==> src/design/board_defines.svh <==
// board-wide timing constants and sizes
// values kept small for short simulation runs
`ifndef BOARD_DEFINES_SVH
`define BOARD_DEFINES_SVH

// clock cycles per uart bit
`define BIT_CYCLES 16

// cycles a key must hold still before it counts
`define DEBOUNCE_CYCLES 8

// cycles each display digit stays lit
// eight digits make one scan frame
`define DIGIT_CYCLES 4

// fifo holds 2**3 records
`define FIFO_DEPTH_LOG2 3

// push keys on the board
`define KEY_COUNT 2

// key roles
`define KEY_CLEAR 0
`define KEY_FREEZE 1

`endif

==> src/design/board_pkg.sv <==
// record type for received bytes
// status word seen as bytes or as hex nibbles
`default_nettype none

package board_pkg;

	// one received byte with its stop-bit check
	typedef struct packed {
		logic [7:0] data;
		logic       frame_err;
	} rx_byte_t;

	// status bytes, count in the top byte
	typedef struct packed {
		logic [7:0] rx_count;
		logic [7:0] err_count;
		logic [7:0] prev_byte;
		logic [7:0] last_byte;
	} disp_bytes_t;

	// written as bytes, scanned as nibbles
	// nib[0] is the least significant nibble
	typedef union packed {
		disp_bytes_t     bytes;
		logic [7:0][3:0] nib;
	} disp_word_u;

endpackage

`default_nettype wire

==> src/design/board_top.sv <==
// board top level
// uart receiver into fifo, fifo drained by the display unit
// keys debounced for clear and freeze
`timescale 1ns/1ns
`default_nettype none
`include "board_defines.svh"

module board_top (
	input  logic                  sys_clk,
	input  logic                  sys_rst_n,
	input  logic                  uart_rx_port,
	input  logic [`KEY_COUNT-1:0] key_in,
	output logic [7:0]            seg_number,
	output logic [7:0]            seg_choice,
	output logic [7:0]            led
);
	import board_pkg::*;

	rx_byte_t              rx_rec;
	logic                  rx_valid;
	rx_byte_t              fifo_head;
	logic                  fifo_empty;
	logic                  disp_pop;
	logic [`KEY_COUNT-1:0] key_level;
	logic [`KEY_COUNT-1:0] key_press;

	uart_rx u_uart_rx (
		.sys_clk   (sys_clk),
		.sys_rst_n (sys_rst_n),
		.rx_line   (uart_rx_port),
		.rx_byte   (rx_rec),
		.rx_valid  (rx_valid)
	);

	// full left open, overflow bytes simply drop
	rx_fifo u_rx_fifo (
		.sys_clk   (sys_clk),
		.sys_rst_n (sys_rst_n),
		.wr        (rx_valid),
		.wr_data   (rx_rec),
		.pop       (disp_pop),
		.head      (fifo_head),
		.empty     (fifo_empty),
		.full      ()
	);

	key_debounce u_key_debounce (
		.sys_clk   (sys_clk),
		.sys_rst_n (sys_rst_n),
		.key_in    (key_in),
		.key_level (key_level),
		.key_press (key_press)
	);

	seg_display u_seg_display (
		.sys_clk    (sys_clk),
		.sys_rst_n  (sys_rst_n),
		.head       (fifo_head),
		.empty      (fifo_empty),
		.pop        (disp_pop),
		.key_level  (key_level),
		.key_press  (key_press),
		.seg_number (seg_number),
		.seg_choice (seg_choice),
		.led        (led)
	);

endmodule

`default_nettype wire

==> src/design/key_debounce.sv <==
// push key conditioning
// per key synchronizer, stability counter and press edge
`timescale 1ns/1ns
`default_nettype none
`include "board_defines.svh"

module key_debounce (
	input  logic                  sys_clk,
	input  logic                  sys_rst_n,
	input  logic [`KEY_COUNT-1:0] key_in,
	output logic [`KEY_COUNT-1:0] key_level,
	output logic [`KEY_COUNT-1:0] key_press
);

	localparam int CNT_W = $clog2(`DEBOUNCE_CYCLES + 1);

	genvar k;
	generate
		for (k = 0; k < `KEY_COUNT; k++) begin : g_key
			logic             sync_a;
			logic             sync_b;
			logic [CNT_W-1:0] stable_cnt;
			logic             settled;
			logic             level_q;
			logic             press_q;

			// new value held long enough
			assign settled = (stable_cnt == CNT_W'(`DEBOUNCE_CYCLES - 1));

			// keys are active low, flip to pressed-high
			always_ff @(posedge sys_clk or negedge sys_rst_n) begin
				if (!sys_rst_n) begin
					sync_a <= 1'b0;
					sync_b <= 1'b0;
				end else begin
					sync_a <= ~key_in[k];
					sync_b <= sync_a;
				end
			end

			always_ff @(posedge sys_clk or negedge sys_rst_n) begin
				if (!sys_rst_n) begin
					stable_cnt <= '0;
					level_q    <= 1'b0;
					press_q    <= 1'b0;
				end else begin
					press_q <= 1'b0;
					// any bounce back restarts the count
					if (sync_b == level_q) begin
						stable_cnt <= '0;
					end else if (settled) begin
						stable_cnt <= '0;
						level_q    <= sync_b;
						// rising edge of the clean level
						press_q    <= sync_b;
					end else begin
						stable_cnt <= stable_cnt + 1'b1;
					end
				end
			end

			assign key_level[k] = level_q;
			assign key_press[k] = press_q;
		end
	endgenerate

endmodule

`default_nettype wire

==> src/design/rx_fifo.sv <==
// show-ahead fifo of received records
// head read combinationally, full and empty from wide pointers
`timescale 1ns/1ns
`default_nettype none
`include "board_defines.svh"

module rx_fifo (
	input  logic                sys_clk,
	input  logic                sys_rst_n,
	input  logic                wr,
	input  board_pkg::rx_byte_t wr_data,
	input  logic                pop,
	output board_pkg::rx_byte_t head,
	output logic                empty,
	output logic                full
);
	import board_pkg::*;

	localparam int DEPTH = 1 << `FIFO_DEPTH_LOG2;
	localparam int AW    = `FIFO_DEPTH_LOG2;

	rx_byte_t    mem [DEPTH];
	logic [AW:0] wr_ptr;
	logic [AW:0] rd_ptr;
	logic        do_wr;
	logic        do_pop;

	// writes into a full fifo are lost
	assign do_wr  = wr & ~full;
	assign do_pop = pop & ~empty;

	// extra pointer bit tells full from empty
	assign empty = (wr_ptr == rd_ptr);
	assign full  = (wr_ptr[AW] != rd_ptr[AW]) && (wr_ptr[AW-1:0] == rd_ptr[AW-1:0]);

	// oldest record always on the head
	assign head = mem[rd_ptr[AW-1:0]];

	always_ff @(posedge sys_clk or negedge sys_rst_n) begin
		if (!sys_rst_n) begin
			wr_ptr <= '0;
			rd_ptr <= '0;
		end else begin
			if (do_wr)
				wr_ptr <= wr_ptr + 1'b1;
			if (do_pop)
				rd_ptr <= rd_ptr + 1'b1;
		end
	end

	// storage
	always_ff @(posedge sys_clk) begin
		if (do_wr)
			mem[wr_ptr[AW-1:0]] <= wr_data;
	end

endmodule

`default_nettype wire

==> src/design/seg_display.sv <==
// status counters fed by frame-aligned pops
// eight digit scanner with hex to segment table
// led mirrors the latest byte
`timescale 1ns/1ns
`default_nettype none
`include "board_defines.svh"

module seg_display (
	input  logic                  sys_clk,
	input  logic                  sys_rst_n,
	input  board_pkg::rx_byte_t   head,
	input  logic                  empty,
	output logic                  pop,
	input  logic [`KEY_COUNT-1:0] key_level,
	input  logic [`KEY_COUNT-1:0] key_press,
	output logic [7:0]            seg_number,
	output logic [7:0]            seg_choice,
	output logic [7:0]            led
);
	import board_pkg::*;

	localparam int DCNT_W = $clog2(`DIGIT_CYCLES + 1);

	logic [DCNT_W-1:0] dig_cnt;
	logic [2:0]        digit_idx;
	logic              frame_end;
	disp_word_u        status;
	disp_word_u        status_next;
	disp_word_u        shown;

	// active low segments {dp,g,f,e,d,c,b,a}, dp kept dark
	function automatic logic [7:0] hex_to_seg(input logic [3:0] nib);
		logic [7:0] seg;
		case (nib)
			4'h0: seg = 8'hc0;
			4'h1: seg = 8'hf9;
			4'h2: seg = 8'ha4;
			4'h3: seg = 8'hb0;
			4'h4: seg = 8'h99;
			4'h5: seg = 8'h92;
			4'h6: seg = 8'h82;
			4'h7: seg = 8'hf8;
			4'h8: seg = 8'h80;
			4'h9: seg = 8'h90;
			4'ha: seg = 8'h88;
			4'hb: seg = 8'h83;
			4'hc: seg = 8'hc6;
			4'hd: seg = 8'ha1;
			4'he: seg = 8'h86;
			default: seg = 8'h8e;
		endcase
		return seg;
	endfunction

	// last cycle of digit 7
	assign frame_end = (digit_idx == 3'd7) && (dig_cnt == DCNT_W'(`DIGIT_CYCLES - 1));

	// one record per frame, none while frozen
	assign pop = frame_end & ~empty & ~key_level[`KEY_FREEZE];

	// scan timer
	always_ff @(posedge sys_clk or negedge sys_rst_n) begin
		if (!sys_rst_n) begin
			dig_cnt   <= '0;
			digit_idx <= '0;
		end else if (dig_cnt == DCNT_W'(`DIGIT_CYCLES - 1)) begin
			dig_cnt   <= '0;
			digit_idx <= digit_idx + 1'b1;
		end else begin
			dig_cnt <= dig_cnt + 1'b1;
		end
	end

	// clear first, then a same-cycle pop lands on the cleared word
	always_comb begin
		status_next = status;
		if (key_press[`KEY_CLEAR])
			status_next = '0;
		if (pop) begin
			status_next.bytes.rx_count  = status_next.bytes.rx_count + 8'd1;
			status_next.bytes.err_count = status_next.bytes.err_count + 8'(head.frame_err);
			status_next.bytes.prev_byte = status_next.bytes.last_byte;
			status_next.bytes.last_byte = head.data;
		end
	end

	// shown word only changes between frames
	always_ff @(posedge sys_clk or negedge sys_rst_n) begin
		if (!sys_rst_n) begin
			status <= '0;
			shown  <= '0;
		end else begin
			status <= status_next;
			if (frame_end)
				shown <= status_next;
		end
	end

	// digit k shows nibble k
	assign seg_number = hex_to_seg(shown.nib[digit_idx]);
	assign seg_choice = ~(8'd1 << digit_idx);
	assign led        = status.bytes.last_byte;

endmodule

`default_nettype wire

==> src/design/uart_rx.sv <==
// uart receiver without oversampling
// two-flop synchronizer, bit timer and idle/start/data/stop fsm
`timescale 1ns/1ns
`default_nettype none
`include "board_defines.svh"

module uart_rx (
	input  logic                sys_clk,
	input  logic                sys_rst_n,
	input  logic                rx_line,
	output board_pkg::rx_byte_t rx_byte,
	output logic                rx_valid
);
	import board_pkg::*;

	localparam int CNT_W = $clog2(`BIT_CYCLES);

	typedef enum logic [1:0] {
		st_idle,
		st_start,
		st_data,
		st_stop
	} rx_state_t;

	rx_state_t        state;
	logic             rx_meta;
	logic             rx_sync;
	logic             rx_prev;
	logic [CNT_W-1:0] cyc_cnt;
	logic [2:0]       bit_idx;
	logic [7:0]       shift_reg;
	logic             half_bit;
	logic             full_bit;

	// half a bit from the edge, then one bit per sample
	assign half_bit = (cyc_cnt == CNT_W'(`BIT_CYCLES / 2 - 1));
	assign full_bit = (cyc_cnt == CNT_W'(`BIT_CYCLES - 1));

	// line idles high, so reset to ones
	always_ff @(posedge sys_clk or negedge sys_rst_n) begin
		if (!sys_rst_n) begin
			rx_meta <= 1'b1;
			rx_sync <= 1'b1;
			rx_prev <= 1'b1;
		end else begin
			rx_meta <= rx_line;
			rx_sync <= rx_meta;
			rx_prev <= rx_sync;
		end
	end

	always_ff @(posedge sys_clk or negedge sys_rst_n) begin
		if (!sys_rst_n) begin
			state    <= st_idle;
			cyc_cnt  <= '0;
			bit_idx  <= '0;
			rx_valid <= 1'b0;
		end else begin
			rx_valid <= 1'b0;
			case (state)
				st_idle: begin
					cyc_cnt <= '0;
					bit_idx <= '0;
					// falling edge starts the frame
					if (rx_prev && !rx_sync)
						state <= st_start;
				end
				st_start: begin
					if (half_bit) begin
						cyc_cnt <= '0;
						// line back high means a glitch
						state   <= rx_sync ? st_idle : st_data;
					end else begin
						cyc_cnt <= cyc_cnt + 1'b1;
					end
				end
				st_data: begin
					if (full_bit) begin
						cyc_cnt <= '0;
						bit_idx <= bit_idx + 1'b1;
						if (bit_idx == 3'd7)
							state <= st_stop;
					end else begin
						cyc_cnt <= cyc_cnt + 1'b1;
					end
				end
				default: begin
					// stop bit middle, strobe out next cycle
					if (full_bit) begin
						cyc_cnt  <= '0;
						rx_valid <= 1'b1;
						state    <= st_idle;
					end else begin
						cyc_cnt <= cyc_cnt + 1'b1;
					end
				end
			endcase
		end
	end

	// payload, lsb arrives first
	always_ff @(posedge sys_clk) begin
		if (state == st_data && full_bit)
			shift_reg <= {rx_sync, shift_reg[7:1]};
		// low stop bit flags a framing error
		if (state == st_stop && full_bit)
			rx_byte <= rx_byte_t'{data: shift_reg, frame_err: ~rx_sync};
	end

endmodule

`default_nettype wire

==> config.mk <==
export PLATFORM = sky130hd
export DESIGN_NAME = board_top
export DESIGN_NICKNAME = d
export VERILOG_FILES = /design/src/design/board_pkg.sv /design/src/design/board_top.sv /design/src/design/key_debounce.sv /design/src/design/rx_fifo.sv /design/src/design/seg_display.sv /design/src/design/uart_rx.sv
export VERILOG_INCLUDE_DIRS = /design/src /design/src/design
export SDC_FILE = /design/constraint.sdc
export NUM_CORES = 1
export LEC_CHECK = 0
export ABC_AREA = 0
export CAP_MARGIN = 5
export CELL_PAD_IN_SITES_DETAIL_PLACEMENT = 2
export CELL_PAD_IN_SITES_GLOBAL_PLACEMENT = 2
export CORE_MARGIN = 1.5
export CORE_UTILIZATION = 49
export DETAILED_ROUTE_END_ITERATION = 8
export DONT_BUFFER_PORTS = 1
export HOLD_SLACK_MARGIN = 0.03
export PLACE_DENSITY = 0.8
export SYNTH_ARGS = -nofsm -noshare
export SYNTH_HDL_FRONTEND = slang
export SYNTH_SLANG_ARGS = --single-unit
==> constraint.sdc <==
create_clock -name sys_clk -period 5.18 [get_ports sys_clk]
set_clock_uncertainty 0.2 [all_clocks]
set_input_delay 1.554 -clock sys_clk [delete_from_list [all_inputs] [get_ports sys_clk]]
set_output_delay 1.554 -clock sys_clk [all_outputs]
set_load 0.02 [all_outputs]
After elaboration in Yosys (flattened, before gate mapping)

Memories as Yosys holds them, arrays and structs flattened.
Index checks and enable logic that the tools add are counted.

Shift operators: 1
Bitwise logic cells: 13
Mux-type cells: 27
Reduce and logical (&&, ||, !) cells: 14
Magnitude comparators: 1
Eq/ne operators: 19
Add/subtract/negate cells: 10

Operator list:

| operator                                                                | number |
|---|---|
| 32-bit two-way mux                                                      | 2 |
| 4-bit two-way mux                                                       | 7 |
| 4-bit by 1-bit adder with 4-bit output, second input constant           | 5 |
| 4-bit binary-select mux with 3-bit select                               | 1 |
| 4-bit by 3-bit == test with 1-bit output, second input constant         | 3 |
| 2-bit two-way mux                                                       | 6 |
| 3-bit by 1-bit adder with 3-bit output, second input constant           | 3 |
| 8-bit by 1-bit adder with 8-bit output                                  | 1 |
| 8-bit by 1-bit adder with 8-bit output, second input constant           | 1 |
| 2-bit by 1-bit inequality test with 1-bit output, second input constant | 4 |
| 1-bit NOT                                                               | 8 |
| 8-bit NOT                                                               | 1 |
| 4-bit one-hot mux with 2 select lines                                   | 1 |
| 1-bit by 3-bit << shifter with 8-bit output, first input constant       | 1 |
| 3-bit == test, second input constant                                    | 2 |
| 1-bit two-way mux                                                       | 6 |
| 3-bit two-way mux                                                       | 2 |
| 2-bit one-hot mux with 3 select lines                                   | 1 |
| 3-bit one-hot mux with 2 select lines                                   | 1 |
| 2-bit AND reduction                                                     | 3 |
| 1-bit logical AND                                                       | 5 |
| 5-bit AND reduction                                                     | 1 |
| 1-bit AND                                                               | 4 |
| 2-bit == test, second input constant                                    | 2 |
| other kinds (13)                                                        | 14 |

Output and inout bits: 24
RAM bits: 72
Memories kept: 2
Bits in registers: 123
Memory bits (read-only): 112
Bits of input ports: 5
Logic and storage cells: 112

Memories:

| memory          | words | bits a word | read ports | clocked after memory_dff | wr ports | line              | text |
|---|---|---|---|---|---|---|---|
| (no name shown) | 16    | 7           | 1          | 0                        | 0        | seg_display.sv:34 | `case (nib)` |
| u_rx_fifo.mem   | 8     | 9           | 1          | 0                        | 1        | rx_fifo.sv:22     | `rx_byte_t mem [DEPTH];` |

Longest topological paths before layout

Gate-level depths: netlist of run 1.

Depth after elaboration: 6
Depth in mapped cells: 10
Depth with buffers taken out: 9

Cells and area by module

A second synthesis of run 1 with hierarchy kept.

Cells, all modules: 592
Area total of the unflattened synthesis: 8699.6 µm²

Modules (own cells, without submodules):

| module       | instances | seq. area each (µm²) | cells an instance | area each (µm²) |
|---|---|---|---|---|
| seg_display  | 1         | 1751.7               | 313               | 3553.4 |
| rx_fifo      | 1         | 2362.3               | 162               | 3325.7 |
| uart_rx      | 1         | 839.6                | 69                | 1147.4 |
| key_debounce | 1         | 400.4                | 48                | 673.1 |

Worst setup path before layout of run 1

Ideal clock, no wire load.

Path kind: register to output
Start point: register u_seg_display.digit_idx[0]
End point: output port seg_number[0]
Required time: 3.426 ns
Path slack: 1.049 ns
Stages on the path, launching flop included: 7
Arrival time: 2.377 ns
Path buffers: 1
Path through: dfrtp_1 > buf_2 > mux4_2 > mux2i_1 > ha_1 > inv_1 > o31ai_1

Cells in the longest elaborated chain, start to end: 3

RTL lines:

| what                                      | line               | text |
|---|---|---|
| from (decl)                               | seg_display.sv:25  | `logic [2:0] digit_idx;` |
| from (signal assigned)                    | seg_display.sv:68  | `digit_idx <= digit_idx + 1'b1;` |
| 4-bit binary-select mux with 3-bit select | seg_display.sv:100 | `assign seg_number = hex_to_seg(shown.nib[digit_idx]);` |
| 4-bit two-way mux (implied by the code)   | seg_display.sv:100 |  |
| memory 16 x 7 bit                         | n/a                |  |
| to (decl)                                 | board_top.sv:13    | `output logic [7:0] seg_number,` |

No other way between the ends. The select of a mux whose other input is x is not followed.

Worst setup path after layout of run 1

Same ends and word-level chain as after synthesis.

==> results.md, run 1 <==
- Max Root-Sink Buffers: 2
- Sw Ratio: 0.2600
- Crit. End Element: output pin
- Nets: around 640
- Area occupied by multi-input gates: 2902 µm²
- Iter 0 DRT Violations: 201
- Drt drc: 0
- Worst R2R Path Depth: 7
- Final worst path period share: 0.9451
- Fraction of layout cells with a size suffix above 1: 0.1525
- DR pass1 iterations: 4
- GRT Total Usage: 0.2422
- Port bufs: 0
- I/O pins: 29
- Arrival time worst endpoint: approximately 3.1 ns
- Status: finished, final reports clean
- TritonCTS buffer count: 17
- Number of flops mapped to enable cells by yosys: 89
- Reg2Reg Setup Slack: 1.83 ns
- Clk Tree Root Cell: clkbuf_16
- Post-synth ARST share: 0.5436
- Fin cells: between 800 and 900
- CTS tree: done
- Hold path endpoint: u_key_debounce.g_key[0].sync_b
- Vias per cell: 5.732
- Max Cap Viol: 0
- Core Box Area: 16700 µm²
- Top FF cell, synth: dfrtp_1
- Yosys cell types: 47
- R2R Path End: u_seg_display.shown[15]
- Fillers: ~1500
- Worst hold stages: 0
- Antenna violations before repair: 0
- Placed Instances: 811
- Worst skew pair latency: about 0.44 ns
- Peak Freq: 0.2043 GHz
- CTS resizes: 0
- Routability Congestion: about 0.8
- # hold bufs at CTS: 0
- Area contributors post-synth: edfxtp_1 32%, dfrtp_1 30%, mux4_2 6.9%
- Initial Util: 0.5062
- Busiest layer in global routing: met2
- Slew at the pin closest to its max-slew limit: around 1.2 ns
- Hold_sp: u_key_debounce.g_key[0].sync_a
- Die width: approximately 130 µm
- Leakage: about 3.7 nW
- RSZ-0062 raised after global routing: no
- Vias in the first global route: ~5600
- Remaining Overflow, GRT: 0
- Crit-path max FO: 11
- WHS: ~0.16 ns
- Via count: approximately 4800
- Post-CTS Setup Bufs: 0
- Final setup viols: 0
- Die Y-Extent: 134.4 µm
- Commonest non-fill, non-tap cells in the layout: 103 x dfrtp_1, 89 x edfxtp_1, 57 x nand2_1, 41 x nor2_1, 30 x o21ai_0
- Critical path type: register to output pin
- Syn Nets: 641
- Ant. Diodes: 0
- Final Hold Viols: 0
- CTS H-tree depth: 4
- PwrDens: 360.9 nW/µm²
- Psw: a little under 0.9 mW
- # rows: 47
- Placed cell area: around 8700 µm²
- Final instance area: between 9000 and 10000 µm²
- Worst Hold Class: register to register
- Crit Reg-Reg Startpoint: u_seg_display.digit_idx[0]
- Largest register FFs: 72
- Met1 Resource Use GR: 0.2962
- Mapped Area: about 8500 µm²
- GR Layer Usage met2: 0.4299
- First-pass GRT wire length: between 30000 and 40000 µm
- Largest net degree at the start of global routing: 107
- Worst slew margin: 0.2145
- CP required: approximately 3.4 ns
- Yosys Warn Count: 0
- Setup tns final: 0 ns
- Most common cell after layout, fill and taps aside: dfrtp_1
- Max VDD drop: approximately 0.00033 V
- Register Area: 5329 µm²
- Post-Route WL: between 15000 and 20000 µm
- DP HPWL: roughly 13000 µm
- Full die area: around 18000 µm²
- Avg Cell Area, Syn: approximately 14 µm²
- Final antenna-violating net count: 0
- Area added between synthesis and finish: 9.709%
- Sequential power share: 0.525
- Logic pwr share: 0.067
- Synthesis-stage register bit count: 195
- Clock network fraction of design power: 0.408
- Met3 usage: 0.04611
- Worst Setup Start Kind: register
- Internal power: roughly 2.5 mW
- Seq/Total Area, Yosys: 0.6303
- Final Critical Period: between 4 and 5 ns
- Yosys top cell area share: 0.3161
- Dominant cell type by area after synthesis: edfxtp_1
- Wire per inst: about 24 µm
- Clk sinks: 195
- Total power: approximately 3.3 mW
- Clk pin slew, worst setup/hold paths: 0.08 ns
- Mapped Cells: roughly 610
- Max Slew Vio Count: 0
[final cells by class]
| cell class | instances | share of cell area |
|---|---|---|
| tap | 220 | 0.02968 |
| sequential | 195 | 0.5745 |
| multi-input combinational | 368 | 0.3128 |
| inverter | 16 | 0.006475 |
| clock buffer | 17 | 0.04587 |
| timing repair buffer | 12 | 0.009713 |
| clock inverter | 15 | 0.02091 |
[power groups by stage]
stage,logic [mW],registers (mW),clock network (mW)
floorplan,0.206,1.74,0
global placement,0.202,1.78,0
detailed placement,0.226,1.79,0
CTS,0.229,1.76,1.40
global route,0.255,1.77,1.44
finish,0.224,1.76,1.36
[how the worst max path moves through the flow]
stage                                     startpoint  slack, ns  depth (start not counted)             to
after global placement    u_seg_display.digit_idx[0]       0.75                          6  seg_number[3]
after CTS                 u_seg_display.digit_idx[0]       0.23                          7  seg_number[0]
final                     u_seg_display.digit_idx[0]       0.28                          7  seg_number[0]
after global routing      u_seg_display.digit_idx[0]       0.05                          7  seg_number[0]
after detailed placement  u_seg_display.digit_idx[0]       0.71                          6  seg_number[3]
after floorplan           u_seg_display.digit_idx[0]       1.05                          6  seg_number[0]
[critical path: stages (launching register included)]
cell     delay (ns)
dfrtp_1        0.70
mux4_2         0.57
mux2i_1        0.52
inv_1          0.17
ha_1           0.27
a22oi_1        0.21
o31ai_1        0.10
buf_4          0.16
[stage by stage]
stage                       util  worst slack, ns
after global placement    0.5183           0.7476
final                     0.5554           0.2846
after CTS                 0.5554           0.2311
after floorplan                -            1.049
after global routing      0.5554          0.04891
after detailed placement  0.5183           0.7113
[Yosys cell counts (10+ instances only)]
cell	count
buf_4	10
clkbuf_1	17
dfrtp_1	103
edfxtp_1	89
ha_1	22
inv_1	15
mux2_2	14
mux2i_1	27
mux4_2	26
nand2_1	57
nand2b_1	14
nand3_1	13
nor2_1	42
nor2b_1	15
nor3_1	10
o21ai_0	30
xnor2_1	25
xor2_1	11
[layer usage]
layer | wire [µm] | part of all wire | vias up
met1 | 8352 | 0.42 | 2555
met2 | 10550 | 0.53 | 64
met4 | 435 | 0.022 | 0
li1 | - | - | 2184
met3 | 474 | 0.024 | 29
met5 | 0 | 0 | -
[logic make-up (layout without fill, tap and decap cells)]
kind of cell,count (synthesis),after routing,share of synthesized area
compound gates,70,70,0.05476
xor+xnor,36,36,0.03729
fa+ha+maj,22,22,0.03256
buf+inv,51,60,0.02797
flops,195,195,0.6303
mux,68,68,0.1217
other cells,1,1,0.0004436
simple gates,171,171,0.09501
Note: power is estimated with default switching activity, not from simulation.
==> run 2: changes to the inputs <==
- SKIP_CTS_REPAIR_TIMING: default -> 1
- clock period: 5.18 -> 5.86 ns (I/O delays scaled with it)
==> run 2 against run 1 <==
Against the previous run: register-to-register slack improved by 0.75 ns; total power fell by 13%; first-iteration DRC count decreased by 41%; sequential share of layout area is 0.42 points higher; critical path depth down 2; non-clock buffer count shrank 2; global-route usage up 0.58 points; worst hold slack worse by 0.010 ns; sequential power is 11% lower; die area unchanged; final area down 0.73%; critical path type unchanged; highest routed layer unchanged.
==> results.md, run 2 (synthesis gave the netlist of run 1 again) <==
- Status: finished, final reports clean
- Leakage: 3.649 nW (-0.92%)
- Crit Reg-Reg Startpoint: u_rx_fifo.rd_ptr[0]
- PwrDens: 315.1 nW/µm² (-13%)
- Drt drc: 0 (unchanged)
- Vias per cell: 5.766 (+0.59%)
- Reg2Reg Setup Slack: 2.58 ns (+0.75 ns)
- Total power: 2.902 mW (-13%)
- CTS H-tree depth: 4 (unchanged)
- RSZ-0062 raised after global routing: no
- Worst R2R Path Depth: 10 (+3)
- Routability Congestion: 0.7860 (-2.4%)
- DP HPWL: 13340 µm (+1.2%)
- Setup tns final: 0 ns (unchanged)
- TritonCTS buffer count: 17 (unchanged)
- CP cell instances: mux4_2, mux2i_1, ha_1, inv_1, o31ai_1
- Worst slew margin: 0.1468 (-0.06779)
- Setup Slack @ Placement: 1.156 ns (+0.4449 ns)
- CP max stage delay: 0.67 ns (-0.03 ns)
- Final setup viols: 0 (unchanged)
- Vias in the first global route: 5545 (-1.2%)
- Clk sinks: 195 (unchanged)
- Die width: 134.4 µm (unchanged)
- Iter 0 DRT Violations: 119 (-41%)
- Via count: 4849 (+0.35%)
- R2R Path End: u_seg_display.shown[22]
- CP required: 3.90 ns (+0.47 ns)
- Clk pin slew, worst setup/hold paths: 0.07 ns (about the same)
- Antenna violations before repair: 0 (unchanged)
- Max Root-Sink Buffers: 2 (unchanged)
- I/O pins: 29 (unchanged)
- Hold path endpoint: u_key_debounce.g_key[1].sync_b
- Hold_sp: u_key_debounce.g_key[1].sync_a
- Peak Freq: a little under 0.2 GHz
- CP max stage cell: dfrtp_1
- Largest register FFs: 72 (unchanged)
- GRT Total Usage: 0.2480 (+0.005792)
- Slew at the pin closest to its max-slew limit: 1.275 ns (+0.1013 ns)
- Commonest non-fill, non-tap cells in the layout: 103 x dfrtp_1, 89 x edfxtp_1, 57 x nand2_1, 41 x nor2_1, 30 x o21ai_0
- Arrival time worst endpoint: 3.14 ns (about the same)
- # rows: 47 (unchanged)
- Worst Hold Class: register to register
- Fin util: 0.5513 (-0.004045)
- CTS tree: done
- Ant. Diodes: 0 (unchanged)
- Final Hold Viols: 0 (unchanged)
- WHS: 0.1515 ns (-0.01043 ns)
- Wire per inst: 24.35 µm (+3.6%)
- Clk Tree Root Cell: clkbuf_16
- Fraction of layout cells with a size suffix above 1: 0.1498 (-0.002730)
- Crit-path max FO: 11 (unchanged)
- Max Cap Viol: 0 (unchanged)
- DR pass1 iterations: 4 (unchanged)
- Nets: 635 (-0.31%)
- Max Slew Vio Count: 0 (unchanged)
- Full die area: 18050 µm² (unchanged)
- Crit. End Element: output pin
- First-pass GRT wire length: 32670 µm (+0.76%)
- Critical path type: register to output pin
- Port bufs: 0 (unchanged)
- Die Y-Extent: 134.4 µm (unchanged)
- Worst hold stages: 0 (unchanged)
- Worst Setup Start Kind: register
- Final Critical Period: just over 5 ns
- Post-Route WL: 20480 µm (+3.4%)
- Remaining Overflow, GRT: 0 (unchanged)
- Most common cell after layout, fill and taps aside: dfrtp_1
- Fillers: 1531 (+1.1%)
- Final antenna-violating net count: 0 (unchanged)
- Max VDD drop: 0.0002562 V (-23%)
- Core Box Area: 16700 µm² (unchanged)
- Final worst-path setup slack: 0.7652 ns (+0.4806 ns)
- Area added between synthesis and finish: 8.909%
- Largest net degree at the start of global routing: 107 (unchanged)
- Worst skew pair latency: 0.44 ns (about the same)
- Initial Util: 0.5062 (unchanged)
- Final worst path period share: 0.8694
[run 2: metal layers]
| metal | global-route usage | up-vias | share of wire |
|---|---|---|---|
| li1 | - | 2180 | - |
| met5 | 0 | - | 0 |
| met3 | 0.04573 | 43 | 0.028 |
| met1 | 0.3028 | 2540 | 0.41 |
| met2 | 0.4370 | 86 | 0.53 |
| met4 | 0.09737 | 0 | 0.028 |
[run 2: metrics by stage]
step	std cells	area, µm²
2_1_floorplan	614	8454
3_3_place_gp	809	8641
3_5_place_dp	809	8641
4_1_cts	841	9208
5_1_grt	841	9208
6_report	841	9208
[run 2: cell type report]
| cell class | instances | area, µm² | area share |
|---|---|---|---|
| timing repair buffer | 10 | 75.07 | 0.008153 |
| multi-input combinational | 368 | 2902 | 0.3151 |
| inverter | 16 | 60.06 | 0.006523 |
| clock buffer | 17 | 425.4 | 0.04620 |
| tap | 220 | 275.3 | 0.02990 |
| clock inverter | 15 | 141.4 | 0.01536 |
| sequential | 195 | 5329 | 0.5787 |
[run 2: how the worst max path moves through the flow]
stage                                           from             to  slack (ns)  cells past startpoint
after floorplan           u_seg_display.digit_idx[0]  seg_number[0]        1.53                      6
after global placement    u_seg_display.digit_idx[0]  seg_number[0]        1.21                      5
after detailed placement  u_seg_display.digit_idx[0]  seg_number[0]        1.16                      5
after CTS                 u_seg_display.digit_idx[0]  seg_number[0]        0.69                      5
after global routing      u_seg_display.digit_idx[0]  seg_number[0]        0.53                      5
final                     u_seg_display.digit_idx[0]  seg_number[0]        0.77                      5
[run 2: critical path: cells and delay by family, from the launching register on]
| kind | cells | cell delay (ns) |
|---|---|---|
| AOI/OAI and AO/OA | 1 | 0.63 |
| adders and majority gates | 1 | 0.32 |
| buffers and inverters | 1 | 0.08 |
| DFF | 1 | 0.67 |
| muxes | 2 | 1.00 |
[run 2: power by group]
part	total, mW	switching (mW)	internal (mW)
clock network	1.13	0.562	0.564
logic	0.220	0.128	0.0920
registers	1.56	0.0785	1.48
total	2.90	0.768	2.13
==> run 3: changes to the inputs <==
- ABC_AREA: 0 -> 1
- CORE_UTILIZATION: 49 -> 44
- PLACE_DENSITY: 0.8 -> default
- PLACE_DENSITY_LB_ADDON: default -> 0.1
- RECOVER_POWER: default -> 25
==> run 3 against run 2 <==
Against the previous run: clock power increased by 4%; total power decreased by 3.0%; synthesized cell count increased by 58%; synthesized area increased by 6.4%; largest cell class unchanged; wire length increased by 30%.
==> results.md, run 3 <==
- Status: finished, final reports clean
- Area contributors post-synth: edfxtp_1 30%, dfrtp_1 29%, nand2_1 11%
- Worst slew margin: 0.1446 (-0.002202)
- Top FF cell, synth: dfrtp_1
- CTS H-tree depth: 4 (unchanged)
- Max VDD drop: 0.0002068 V (-19%)
- Setup tns final: 0 ns (unchanged)
- Max Root-Sink Buffers: 2 (unchanged)
- Max Slew Vio Count: 0 (unchanged)
- Worst Setup Start Kind: register
- Via count: 6704 (+38%)
- WHS: 0.1619 ns (+0.01045 ns)
- Worst skew pair latency: 0.44 ns (about the same)
- Leakage: 4.425 nW (+21%)
- DR pass1 iterations: 4 (unchanged)
- Synthesis-stage register bit count: 195 (unchanged)
- CP Capture Point: seg_number[3]
- Slew at the pin closest to its max-slew limit: 1.278 ns (+0.003291 ns)
- R2R Path End: u_rx_fifo.mem[4][1]
- RSZ-0062 raised after global routing: no
- CTS tree: done
- Psw: 0.6708 mW (-13%)
- Antenna violations before repair: 0 (unchanged)
- Internal power: 2.143 mW (+0.45%)
- Area added between synthesis and finish: 7.859%
- Peak Freq: 0.1955 GHz (-0.38%)
- Final Critical Period: 5.114 ns (+0.01953 ns)
- Logic pwr share: 0.055 (-0.021)
- Most common cell after layout, fill and taps aside: nand2_1
- TritonCTS buffer count: 17 (unchanged)
- Clk Tree Root Cell: clkbuf_16
- Largest net degree at the start of global routing: 107 (unchanged)
- Sw Ratio: 0.2384 (-0.02638)
- Vias in the first global route: 7750 (+40%)
- Commonest cells post-synth: 273 x nand2_1, 103 x dfrtp_1, 102 x nor2_1, 91 x inv_1, 89 x edfxtp_1
- Critical path type: register to output pin
- Core Box Area: 20170 µm² (+21%)
- CP required: 3.90 ns (about the same)
- Clk pin slew, worst setup/hold paths: 0.07 ns (about the same)
- Number of flops mapped to enable cells by yosys: 89 (unchanged)
- Fin cells: 1228 (+46%)
- Mapped Cells: 968 (+58%)
- Final antenna-violating net count: 0 (unchanged)
- Wire per inst: 21.75 µm (-11%)
- Avg Cell Area, Syn: 9.292 µm² (-33%)
- Post-synth ARST share: 0.5436 (unchanged)
- Drt drc: 0 (unchanged)
- Crit Reg-Reg Startpoint: u_rx_fifo.rd_ptr[1]
- DP HPWL: 17900 µm (+34%)
- Nets: 972 (+53%)
- Crit. End Element: output pin
- Yosys top cell area share: 0.2971 (-0.01900)
- Crit-path max FO: 13 (+2)
- Crit. Startpoint: u_seg_display.digit_idx[1]
- Clk sinks: 195 (unchanged)
- Die width: 146.0 µm (+8.7%)
- Commonest non-fill, non-tap cells in the layout: 273 x nand2_1, 103 x dfrtp_1, 102 x nor2_1, 91 x inv_1, 89 x edfxtp_1
- PwrDens: 290.0 nW/µm² (-8.0%)
- Iter 0 DRT Violations: 354 (+200%)
- Largest register FFs: 72 (unchanged)
- Mapped Area: 8995 µm² (+6.4%)
- Final setup viols: 0 (unchanged)
- Vias per cell: 5.459 (-5.3%)
- Final Hold Viols: 0 (unchanged)
- # rows: 52 (+11%)
- Remaining Overflow, GRT: 0 (unchanged)
- Placed Instances: 1196 (+48%)
- Max Cap Viol: 0 (unchanged)
- Port bufs: 0 (unchanged)
- Syn Nets: 995 (+55%)
- Yosys Warn Count: 0 (unchanged)
- Arrival time worst endpoint: 3.16 ns (+0.02 ns)
- Seq/Total Area, Yosys: 0.5924 (-0.03788)
- GRT Total Usage: 0.2670 (+0.01901)
- Routability Congestion: 0.8240 (+4.8%)
- Initial Util: 0.4460 (-0.06025)
- First-pass GRT wire length: 43250 µm (+32%)
- Fraction of layout cells with a size suffix above 1: 0.05324 (-0.09652)
- Yosys cell types: 37 (-21%)
- Die Y-Extent: 146.0 µm (+8.7%)
- Final worst path period share: 0.8727 (+0.003333)
- Most numerous cell in the Yosys netlist: nand2_1
- Worst Hold Class: register to register
- Reg2Reg Setup Slack: 2.21 ns (-0.37 ns)
- Clock network fraction of design power: 0.416 (+0.028)
- Sequential power share: 0.529 (-0.007)
- Dominant cell type by area after synthesis: edfxtp_1
- Full die area: 21310 µm² (+18%)
- Worst R2R Path Depth: 7 (-3)
- Post-Route WL: 26710 µm (+30%)
- Ant. Diodes: 0 (unchanged)
- I/O pins: 29 (unchanged)
run 3: changes by cell type after synthesis, sizes merged, moves of 18 or more:
cell | previous run | this run
nand2 | 57 | 275
inv | 16 | 99
nand3 | 13 | 81
nor2 | 43 | 104
mux2i | 27 | 0
mux4 | 26 | 0
xnor2 | 25 | 3
o21ai | 30 | 51
and2 | 3 | 21
run 3: critical path, stage by stage, from the launching register on:
cell	delay [ns]
dfrtp_1	0.64
clkinv_1	0.41
nor2_1	0.18
o21ai_0	0.16
nand2_1	0.14
nand2_1	0.06
nand2_1	0.12
ha_1	0.23
inv_1	0.09
nand2_1	0.10
nand2_1	0.06
o21ai_0	0.54
run 3: how the worst min path moves through the flow:
stage | from | endpoint | slack [ns] | cells after the start
floorplan | u_key_debounce.g_key[0].sync_a | u_key_debounce.g_key[0].sync_b | 0.13 | 0
CTS | u_uart_rx.rx_meta | u_uart_rx.rx_sync | 0.16 | 0
finish | u_key_debounce.g_key[0].sync_a | u_key_debounce.g_key[0].sync_b | 0.16 | 0
global placement | u_key_debounce.g_key[1].sync_a | u_key_debounce.g_key[1].sync_b | 0.14 | 0
detailed placement | u_key_debounce.g_key[0].sync_a | u_key_debounce.g_key[0].sync_b | 0.15 | 0
global route | u_uart_rx.rx_meta | u_uart_rx.rx_sync | 0.17 | 0
run 3: area by class of cell:
type	count	area, µm²
fillers	2167	10470
flip-flops and latches	195	5329
multi-input cells	627	3049
clock buffers	22	485.5
inverters	101	379.1
well taps	270	337.8
clock inverters	10	98.84
repair buffers	3	22.52
run 3: stage by stage:
stage	power [mW]	setup WS (ns)	cell area (µm²)	util
6_report	2.814	0.7457	9702	0.4810
5_1_grt	2.911	0.5201	9702	0.4810
4_1_cts	2.845	0.7363	9702	0.4810
3_5_place_dp	1.677	1.300	9117	0.4520
3_3_place_gp	1.644	1.527	9117	0.4520
2_1_floorplan	1.615	1.836	8995	-
run 3: routing by layer:
metal,up-vias,wire length [µm],track usage
met1,3485,11220,0.3192
met2,105,14240,0.4917
met4,0,576,0.08990
met5,-,0,0
met3,34,676,0.03887
li1,3080,-,-
run 3: cell families (layout without fill, tap and decap cells):
| kind of cell | count (synthesis) | after routing | synth area share |
|---|---|---|---|
| XOR/XNOR | 13 | 13 | 0.01266 |
| buffers and inverters | 146 | 136 | 0.07025 |
| adder cells (fa/ha/maj) | 22 | 22 | 0.03060 |
| other | 1 | 1 | 0.0004169 |
| AO/OA/AOI/OAI | 83 | 83 | 0.05369 |
| AND/OR/NAND/NOR | 508 | 508 | 0.2400 |
| flip-flops | 195 | 195 | 0.5924 |
run 3: power groups by stage:
stage	combinational, mW	clock [mW]	sequential (mW)
global placement	0.133	0	1.51
global route	0.179	1.24	1.49
floorplan	0.108	0	1.51
detailed placement	0.159	0	1.52
CTS	0.160	1.20	1.49
finish	0.154	1.17	1.49
